<file path="src/rtl/mf_pkg.sv">
package mf_pkg;

    // stream geometry
    localparam int SAMP_BITS = 12;
    localparam int NSAMP     = 8;
    localparam int NTAPS     = 8;

    // samples kept from the previous beat, and the full window seen by the lanes
    localparam int HIST_LEN = NTAPS - 1;
    localparam int WIN_LEN  = NSAMP + NTAPS - 1;

    // coefficient and arithmetic widths
    localparam int COEF_BITS  = 4;
    localparam int PROD_BITS  = SAMP_BITS + COEF_BITS;
    localparam int NPAIR      = NTAPS / 2;
    localparam int ACC_BITS   = 18;
    localparam int OUT_SHIFT  = 4;
    localparam int SHIFT_BITS = ACC_BITS - OUT_SHIFT;
    localparam int RND_CONST  = 1 << (OUT_SHIFT - 1);

    // input beat to output beat, in clocks
    localparam int MF_LATENCY = 3;

    typedef logic signed [COEF_BITS-1:0] coef_t;
    typedef logic signed [SAMP_BITS-1:0] sample_t;
    typedef logic signed [ACC_BITS-1:0]  acc_t;

    // element 0 is the oldest sample of the beat
    typedef sample_t [NSAMP-1:0] beat_t;

    // tap 0 first; tap 0 multiplies the newest sample
    localparam coef_t MF_COEFF [NTAPS] = '{
        -4'sd1, 4'sd3, 4'sd7, 4'sd5, -4'sd2, -4'sd6, -4'sd4, 4'sd2
    };

    // full-scale limits of the output sample
    localparam sample_t SAMP_MAX = {1'b0, {(SAMP_BITS-1){1'b1}}};
    localparam sample_t SAMP_MIN = {1'b1, {(SAMP_BITS-1){1'b0}}};

    typedef enum logic {
        SUM_NORMAL,
        SUM_SATURATED
    } lane_mode_e;

endpackage

</file>
<file path="src/rtl/sample_history.sv">
module sample_history
    import mf_pkg::*;
(
    input  logic                      clk_i,
    input  logic                      rst_i,
    input  beat_t                     dat_i,
    output sample_t [WIN_LEN-1:0]     window_o
);

    // newest HIST_LEN samples of the last beat
    sample_t [HIST_LEN-1:0] hist_q;

    // reloads every clock, the stream never stalls
    always_ff @(posedge clk_i) begin
        if (rst_i) begin
            hist_q <= '0;
        end else begin
            hist_q <= dat_i[NSAMP-1 -: HIST_LEN];
        end
    end

    // one contiguous stretch of the sequence, oldest at index 0
    // indices 0..6 come from the register, 7..14 are the live beat
    assign window_o = {dat_i, hist_q};

endmodule

</file>
<file path="src/rtl/mf_lane.sv">
module mf_lane
    import mf_pkg::*;
(
    input  logic                  clk_i,
    input  logic                  rst_i,
    input  sample_t [NTAPS-1:0]   win_i,
    output acc_t                  sum_o
);

    // per-tap products, full precision
    logic signed [PROD_BITS-1:0] prod [NTAPS];

    // pair sums ahead of the first register
    acc_t pair_d [NPAIR];

    // stage one and stage two registers
    acc_t pair_q [NPAIR];
    acc_t sum_q;

    // tap k meets window element NTAPS-1-k, so tap 0 takes the newest sample
    always_comb begin
        for (int k = 0; k < NTAPS; k++) begin
            prod[k] = win_i[NTAPS-1-k] * MF_COEFF[k];
        end
    end

    // neighbouring taps summed, sign extended into the lane width
    always_comb begin
        for (int p = 0; p < NPAIR; p++) begin
            pair_d[p] = acc_t'(prod[2*p]) + acc_t'(prod[2*p+1]);
        end
    end

    always_ff @(posedge clk_i) begin
        if (rst_i) begin
            for (int p = 0; p < NPAIR; p++) begin
                pair_q[p] <= '0;
            end
        end else begin
            for (int p = 0; p < NPAIR; p++) begin
                pair_q[p] <= pair_d[p];
            end
        end
    end

    // final sum as a small adder tree
    always_ff @(posedge clk_i) begin
        if (rst_i) begin
            sum_q <= '0;
        end else begin
            sum_q <= (pair_q[0] + pair_q[1]) + (pair_q[2] + pair_q[3]);
        end
    end

    assign sum_o = sum_q;

endmodule

</file>
<file path="src/rtl/round_saturate.sv">
module round_saturate
    import mf_pkg::*;
(
    input  logic               clk_i,
    input  logic               rst_i,
    input  acc_t [NSAMP-1:0]   acc_i,
    output beat_t              dat_o
);

    // sum plus half an output LSB
    acc_t rnd [NSAMP];

    // rounded sum after the downshift, still wider than a sample
    logic signed [SHIFT_BITS-1:0] shf [NSAMP];

    lane_mode_e mode [NSAMP];
    beat_t      res_d;
    beat_t      dat_q;

    always_comb begin
        for (int n = 0; n < NSAMP; n++) begin
            rnd[n] = acc_i[n] + acc_t'(RND_CONST);
            shf[n] = rnd[n][ACC_BITS-1:OUT_SHIFT];

            // exact tie: fraction was one half, round to even
            if (rnd[n][OUT_SHIFT-1:0] == '0) begin
                shf[n][0] = 1'b0;
            end

            if (shf[n] > SAMP_MAX || shf[n] < SAMP_MIN) begin
                mode[n] = SUM_SATURATED;
            end else begin
                mode[n] = SUM_NORMAL;
            end

            case (mode[n])
                // clamp toward the sign of the sum
                SUM_SATURATED: res_d[n] = shf[n][SHIFT_BITS-1] ? SAMP_MIN : SAMP_MAX;
                default:       res_d[n] = shf[n][SAMP_BITS-1:0];
            endcase
        end
    end

    always_ff @(posedge clk_i) begin
        if (rst_i) begin
            dat_q <= '0;
        end else begin
            dat_q <= res_d;
        end
    end

    assign dat_o = dat_q;

endmodule

</file>
<file path="src/rtl/matched_filter.sv">
module matched_filter
    import mf_pkg::*;
(
    input  logic    clk_i,
    input  logic    rst_i,
    input  beat_t   dat_i,
    output beat_t   dat_o
);

    // previous-beat tail followed by the live beat
    sample_t [WIN_LEN-1:0] window;

    // one registered sum per output sample
    acc_t [NSAMP-1:0] lane_sum;

    sample_history u_history (
        .clk_i    (clk_i),
        .rst_i    (rst_i),
        .dat_i    (dat_i),
        .window_o (window)
    );

    // lane j covers window elements j .. j+NTAPS-1
    // its newest sample is dat_i[j]
    for (genvar j = 0; j < NSAMP; j++) begin : g_lane
        mf_lane u_lane (
            .clk_i (clk_i),
            .rst_i (rst_i),
            .win_i (window[j +: NTAPS]),
            .sum_o (lane_sum[j])
        );
    end

    round_saturate u_round (
        .clk_i (clk_i),
        .rst_i (rst_i),
        .acc_i (lane_sum),
        .dat_o (dat_o)
    );

endmodule

</file>
<file path="config.mk">
export PLATFORM = sky130hd
export DESIGN_NAME = matched_filter
export DESIGN_NICKNAME = d
export VERILOG_FILES = /design/src/rtl/mf_pkg.sv /design/src/rtl/sample_history.sv /design/src/rtl/mf_lane.sv /design/src/rtl/round_saturate.sv /design/src/rtl/matched_filter.sv
export SDC_FILE = /design/constraint.sdc
export NUM_CORES = 2
export LEC_CHECK = 0
export BUFFER_PORTS_ARGS = -buffer_cell sky130_fd_sc_hd__buf_2
export CORE_ASPECT_RATIO = 1.25
export CORE_UTILIZATION = 55
export DETAILED_ROUTE_END_ITERATION = 16
export PLACE_DENSITY = 0.71
export SLEW_MARGIN = 10
export SYNTH_ARGS = -nofsm -noshare
export SYNTH_HDL_FRONTEND = slang
export SYNTH_HIERARCHICAL = 1
export SYNTH_SLANG_ARGS = --single-unit
export TNS_END_PERCENT = 5
</file>
<file path="constraint.sdc">
create_clock -name clk_i -period 5.6 [get_ports clk_i]
set_input_delay 1.12 -clock clk_i [delete_from_list [all_inputs] [get_ports clk_i]]
set_output_delay 1.12 -clock clk_i [all_outputs]
set_load 0.03 [all_outputs]
</file>
; ---- After elaboration in Yosys (flattened, before gate mapping)
; Memories as Yosys holds them, arrays and structs flattened.
; Index checks and enable logic that the tools add are counted.
[word_totals]
reg_bits = 324
ramBits = 576
in_bits = 98
output_inout_bits = 96
elab_cells = 282
memories = 8
[classes]
n_addsub = 88
mul = 32
magnitude_cmp = 16
muxes = 67
bitwise_logic = 32
n_reduce_logical = 16
[mem_list]
columns = memory, depth, width, rd, rd_clocked_by_memory_dff, write_ports, line_no
row1 = g_lane[0].u_lane.pair_q, 4, 18, 4, 0, 4, mf_lane.sv:17  ; acc_t pair_q [NPAIR];
row2 = g_lane[1].u_lane.pair_q, 4, 18, 4, 0, 4, mf_lane.sv:17
row3 = g_lane[2].u_lane.pair_q, 4, 18, 4, 0, 4, mf_lane.sv:17
row4 = g_lane[3].u_lane.pair_q, 4, 18, 4, 0, 4, mf_lane.sv:17
row5 = g_lane[4].u_lane.pair_q, 4, 18, 4, 0, 4, mf_lane.sv:17
row6 = g_lane[5].u_lane.pair_q, 4, 18, 4, 0, 4, mf_lane.sv:17
row7 = +2 memories, n/a, n/a, n/a, n/a, n/a, n/a
[ops]
columns = operator, n
row1 = $mux W18, 32
row2 = $add A18 B18 Y18, 24
row3 = $add A16 B16 Y17, 16
row4 = $mul A12 B4 Y16 const B, 16
row5 = $mul A12 B3 Y15 const B, 16
row6 = $mux W12, 16
row7 = $add A18 B5 Y18 const B, 8
row8 = $add A16 B13 Y17, 8
row9 = $add A16 B15 Y17, 8
row10 = $neg A12 Y16, 8
row11 = $neg A12 Y15, 8
row12 = $gt A14 B12 Y1 const B, 8
row13 = $lt A14 B12 Y1 const B, 8
row14 = $neg A12 Y14, 8
row15 = $logic_not A4 Y1, 8
row16 = $or A1 B1 Y1, 32
row17 = $mux W1, 19
row18 = $logic_or A1 B1 Y1, 8

; ---- Longest topological paths before layout
[logic_depth]
depth_word = 7
mapped_depth = 20
ltp_nobuf = 18

; ---- Hierarchy
; The synthesis kept the hierarchy.
[modules_own_cells]
columns = module, instances, cells_each, area_per_inst_um2, seq_area_each_um2
row1 = mf_lane (g_lane[0].u_lane ...), 2, 1045, 9360.2, 1681.6
row2 = mf_lane (g_lane[1].u_lane), 1, 1060, 9412.8, 1681.6
row3 = mf_lane (g_lane[4].u_lane), 1, 1065, 9386.5, 1681.6
row4 = mf_lane (g_lane[3].u_lane), 1, 1040, 9315.2, 1681.6
row5 = mf_lane (g_lane[5].u_lane), 1, 1032, 9240.1, 1681.6
row6 = mf_lane (g_lane[6].u_lane), 1, 1030, 9206.3, 1681.6
row7 = mf_lane (g_lane[7].u_lane), 1, 989, 8992.4, 1681.6
row8 = round_saturate, 1, 572, 5162.5, 1921.8
row9 = sample_history, 1, 273, 3012.9, 1681.6

; ---- Worst setup path before layout
; No wires, ideal clock.
[synth_timing]
kind = in2reg
from = input port dat_i[25] in the netlist's numbering
to = memory g_lane[7].u_lane/pair_q[2][15] in the netlist's numbering
arrival_ns = 4.878
required_time_ns = 5.472
path_slack_ns = 0.595
cell_stages = 18
cell_sequence = buf_4 > inv_1 > ha_1 > ha_1 > ha_1 > fa_1 > a21o_1 > a21oi_1 > o21bai_1 > a2111o_1 > a31o_2 > a21oi_1 > xor2_1 > ha_1 > and3_1 > a311o_1 > xnor2_1 > nor2_1
[synth_lines]
columns = element, line_no
row1 = "start, declared", matched_filter.sv:6  ; input beat_t dat_i,
row2 = "end, declared", mf_lane.sv:17

==> results.md <==
* Status: finished clean
* CP arrival at 5.67 ns
* Crit path max-delay family: adder cells
* Peak supply drop at 0.457 mV
* Initial antenna violation count at 37
* Dominant cell type by area after synthesis: dfxtp_1
* Postcts setup bufs at 0
* Sink Count at 852
* Synthesis warning total at 6
* Reg2reg start: u_history/window_o[77]
* Final wirelength at 254000 um
* WP data required at 6.21 ns
* Tot GR Track Use at 33.5%
* Initial Utilization at 55.5%
* Pleak at 42.4 nW
* Max incr delay on CP at 1.15 ns
* First-pass GRT wire length at 385000 um
* Setup WS pre-CTS at 0.286 ns
* Grt ovf at 0
* Clk_lat worst skew at 0.79 ns
* Leading post-synthesis cells by cell area: dfxtp_1, ha_1, fa_1
* Most frequent cells in the layout: inv_1, ha_1, dfxtp_1
* Placeable Area at 149000 um2
* Avg Cell Area, Syn at 9.01 um2
* Tot Pwr at 46.1 mW
* Mean routed wirelength per cell at 22.2 um
* HP Class: flop to flop
* Cell Chain, Critical Path: ha_1 -> inv_1 -> fa_1 -> inv_1 -> fa_1 -> inv_1 -> fa_1 -> inv_1 -> ha_1 -> a211oi_1 -> o21ai_0 -> a21oi_1 -> o21ai_1 -> o31ai_2 -> mux2_2
* IO Port Bufs at 193
* Largest net degree at the start of global routing at 184
* Max-slew violations at 0
* Fin Hold WS at 0.451 ns
* Critical path launch point: u_history/window_o[77]
* Number of distinct library cells after synthesis at 114
* GPL Wtd Cong at 1.00
* Die ar. at 151000 um2
* Final #Nets at 11343
* Worst Max-Slew Pin Slew at 1.24 ns
* Power Density at 519 nW/um2
* Worst slew margin at 17.5%
* Syn Std Cell Area at 82400 um2
* Row cnt at 158
* Critical Path End Type: flop
* Syn-to-layout area delta at 7.80%
* Most used cell, CP: inv_1
* Seq/Total Area, Yosys at 20.7%
* Chip Height at 435 um
* Hold_buf cts at 0
* Final period utilization at 90.4%
* WS Path Type: flop to flop
* Worst-case clock buffer depth at 3
* Vias per cell at 5.81
* Share of cells above drive strength 1 at 7.05%
* Final hold vios at 0
* CP Max Fanout at 10
* Vias in the first global route at 66318
* ANT nets after route at 0
* RSZ-0062 raised after global routing: no
* Commonest non-fill, non-tap cell in the layout: inv_1
* Die width at 348 um
* Reg clk slew, reported paths at 0.07 ns
* Slowest stage cell, crit path: dfxtp_1
* Startpoint Class: flop
* CTS Buf Count at 93
* First drt pass iteration count at 5
* Synth top area share at 20.7%
* Clk_skew at 0.0526 ns
* IO Count at 194
* Via count at 66298
* Total negative slack at 0 ns
* Utilization after layout at 59.8%
* CTS tree: yes
* Hold_sp: u_history/window_o[0]
* Share of synthesized registers carrying an async set or reset at 0%
* Post-DP HPWL at 206000 um
* # H-tree levels at 3
* DR DRC count at 0
* WP buf/inv at 4
* Synth Net Count at 11161
* Max-cap violations at 0
* Final Critical Period at 5.06 ns
* Yosys reg bits at 852
* Max Freq at 198 MHz
* Clock Root Buffer: clkbuf_16
* Mapped Cells at 9151
* Setup violations, final at 0
* Synth Flop Type: dfxtp_1
* CTS resizes at 0
* Initial DRC count at 4898
* Post-route setup slack at 0.539 ns
* Post-synth EDFFs at 0
==> worst register-to-register path: cells and delay by family (launching register included) <==
| kind | cells | cell delay, ns |
|---|---|---|
| AO/OA/AOI/OAI | 5 | 0.93 |
| flip-flops | 1 | 1.15 |
| adder cells (fa/ha/maj) | 5 | 2.18 |
| multiplexers | 1 | 0.42 |
| buffers and inverters | 4 | 0.21 |
==> logic make-up (layout without fill, tap and decap cells) <==
group | Yosys count | after routing | share of synthesized area [%]
compound gates | 1819 | 1819 | 15.1
xor+xnor | 698 | 698 | 7.41
flops | 852 | 852 | 20.7
other cells | 0 | 9 | 0
fa+ha+maj | 1912 | 1912 | 35.1
mux | 35 | 35 | 0.477
simple gates | 2256 | 2256 | 13.5
buf+inv | 1579 | 1832 | 7.78
==> cell type report <==
class	count	area, um2
antenna	9	22.5
timing repair buffer	340	2140
sequential	852	17100
tap	2000	2500
multi-input combinational	6720	59000
clock buffer	122	2640
inverter	1326	4980
fill	13128	59800
clock inverter	44	566
==> flip-flops by register name, indices dropped and copies added (netlist names) <==
name / count
g_lane.u_lane/pair_q: 528
g_lane.u_lane/sum_o: 144
u_history/window_o: 84
u_round/dat_o: 96
==> Yosys cell counts (13+ instances only) <==
cell	instances
o31a_1	34
xor2_1	262
mux2_2	22
and3_1	52
nor3_1	225
o21ai_0	296
nor3b_1	19
o21bai_1	78
a31o_2	13
or2_2	28
nand4_1	74
nand3b_1	13
nand3_1	145
ha_1	1248
xnor2_1	436
o211ai_1	46
a21o_1	200
fa_1	664
nor2b_1	313
clkbuf_1	111
a21oi_1	392
or4_1	18
inv_1	1325
buf_6	13
a31oi_1	67
dfxtp_1	852
a211oi_1	153
nand2_1	316
and2_1	23
o21ai_1	58
nor2_1	822
nor4_1	53
a211o_1	19
or3_1	38
o21a_1	129
buf_1	19
o2111ai_1	21
o31ai_1	109
a221oi_1	20
nand2b_1	42
buf_4	102
==> worst paths after layout <==
| kind | endpoint | slack [ns] | cells after the start |
|---|---|---|---|
| max | g_lane[1].u_lane/pair_q[1][15] | 0.54 | 15 |
| min | g_lane[0].u_lane/pair_q[3][1] | 0.45 | 1 |
| max reg2reg | g_lane[1].u_lane/pair_q[1][15] | 0.54 | 15 |
| min reg2reg | g_lane[0].u_lane/pair_q[3][1] | 0.45 | 1 |
==> report_power, final <==
part / internal [mW] / total [mW] / switching (mW)
combinational: 12.5 / 30.1 / 17.6
clock: 3.79 / 6.55 / 2.76
sequential: 8.03 / 9.51 / 1.48
==> per-stage QoR <==
stage | area, um2 | cells
global placement | 85700 | 11238
detailed placement | 85700 | 11238
finish | 88900 | 11413
global route | 88900 | 11408
CTS | 88900 | 11404
floorplan | 82400 | 9151
==> metal layers <==
metal	wire [um]	vias to the layer above	global-route usage [%]
li1	-	31311	-
met1	101000	32284	40.2
met2	118000	2046	55.4
met3	17100	629	6.06
met4	17500	28	20.3
met5	324	-	0
No activity file was read; power rests on OpenSTA's default activity.
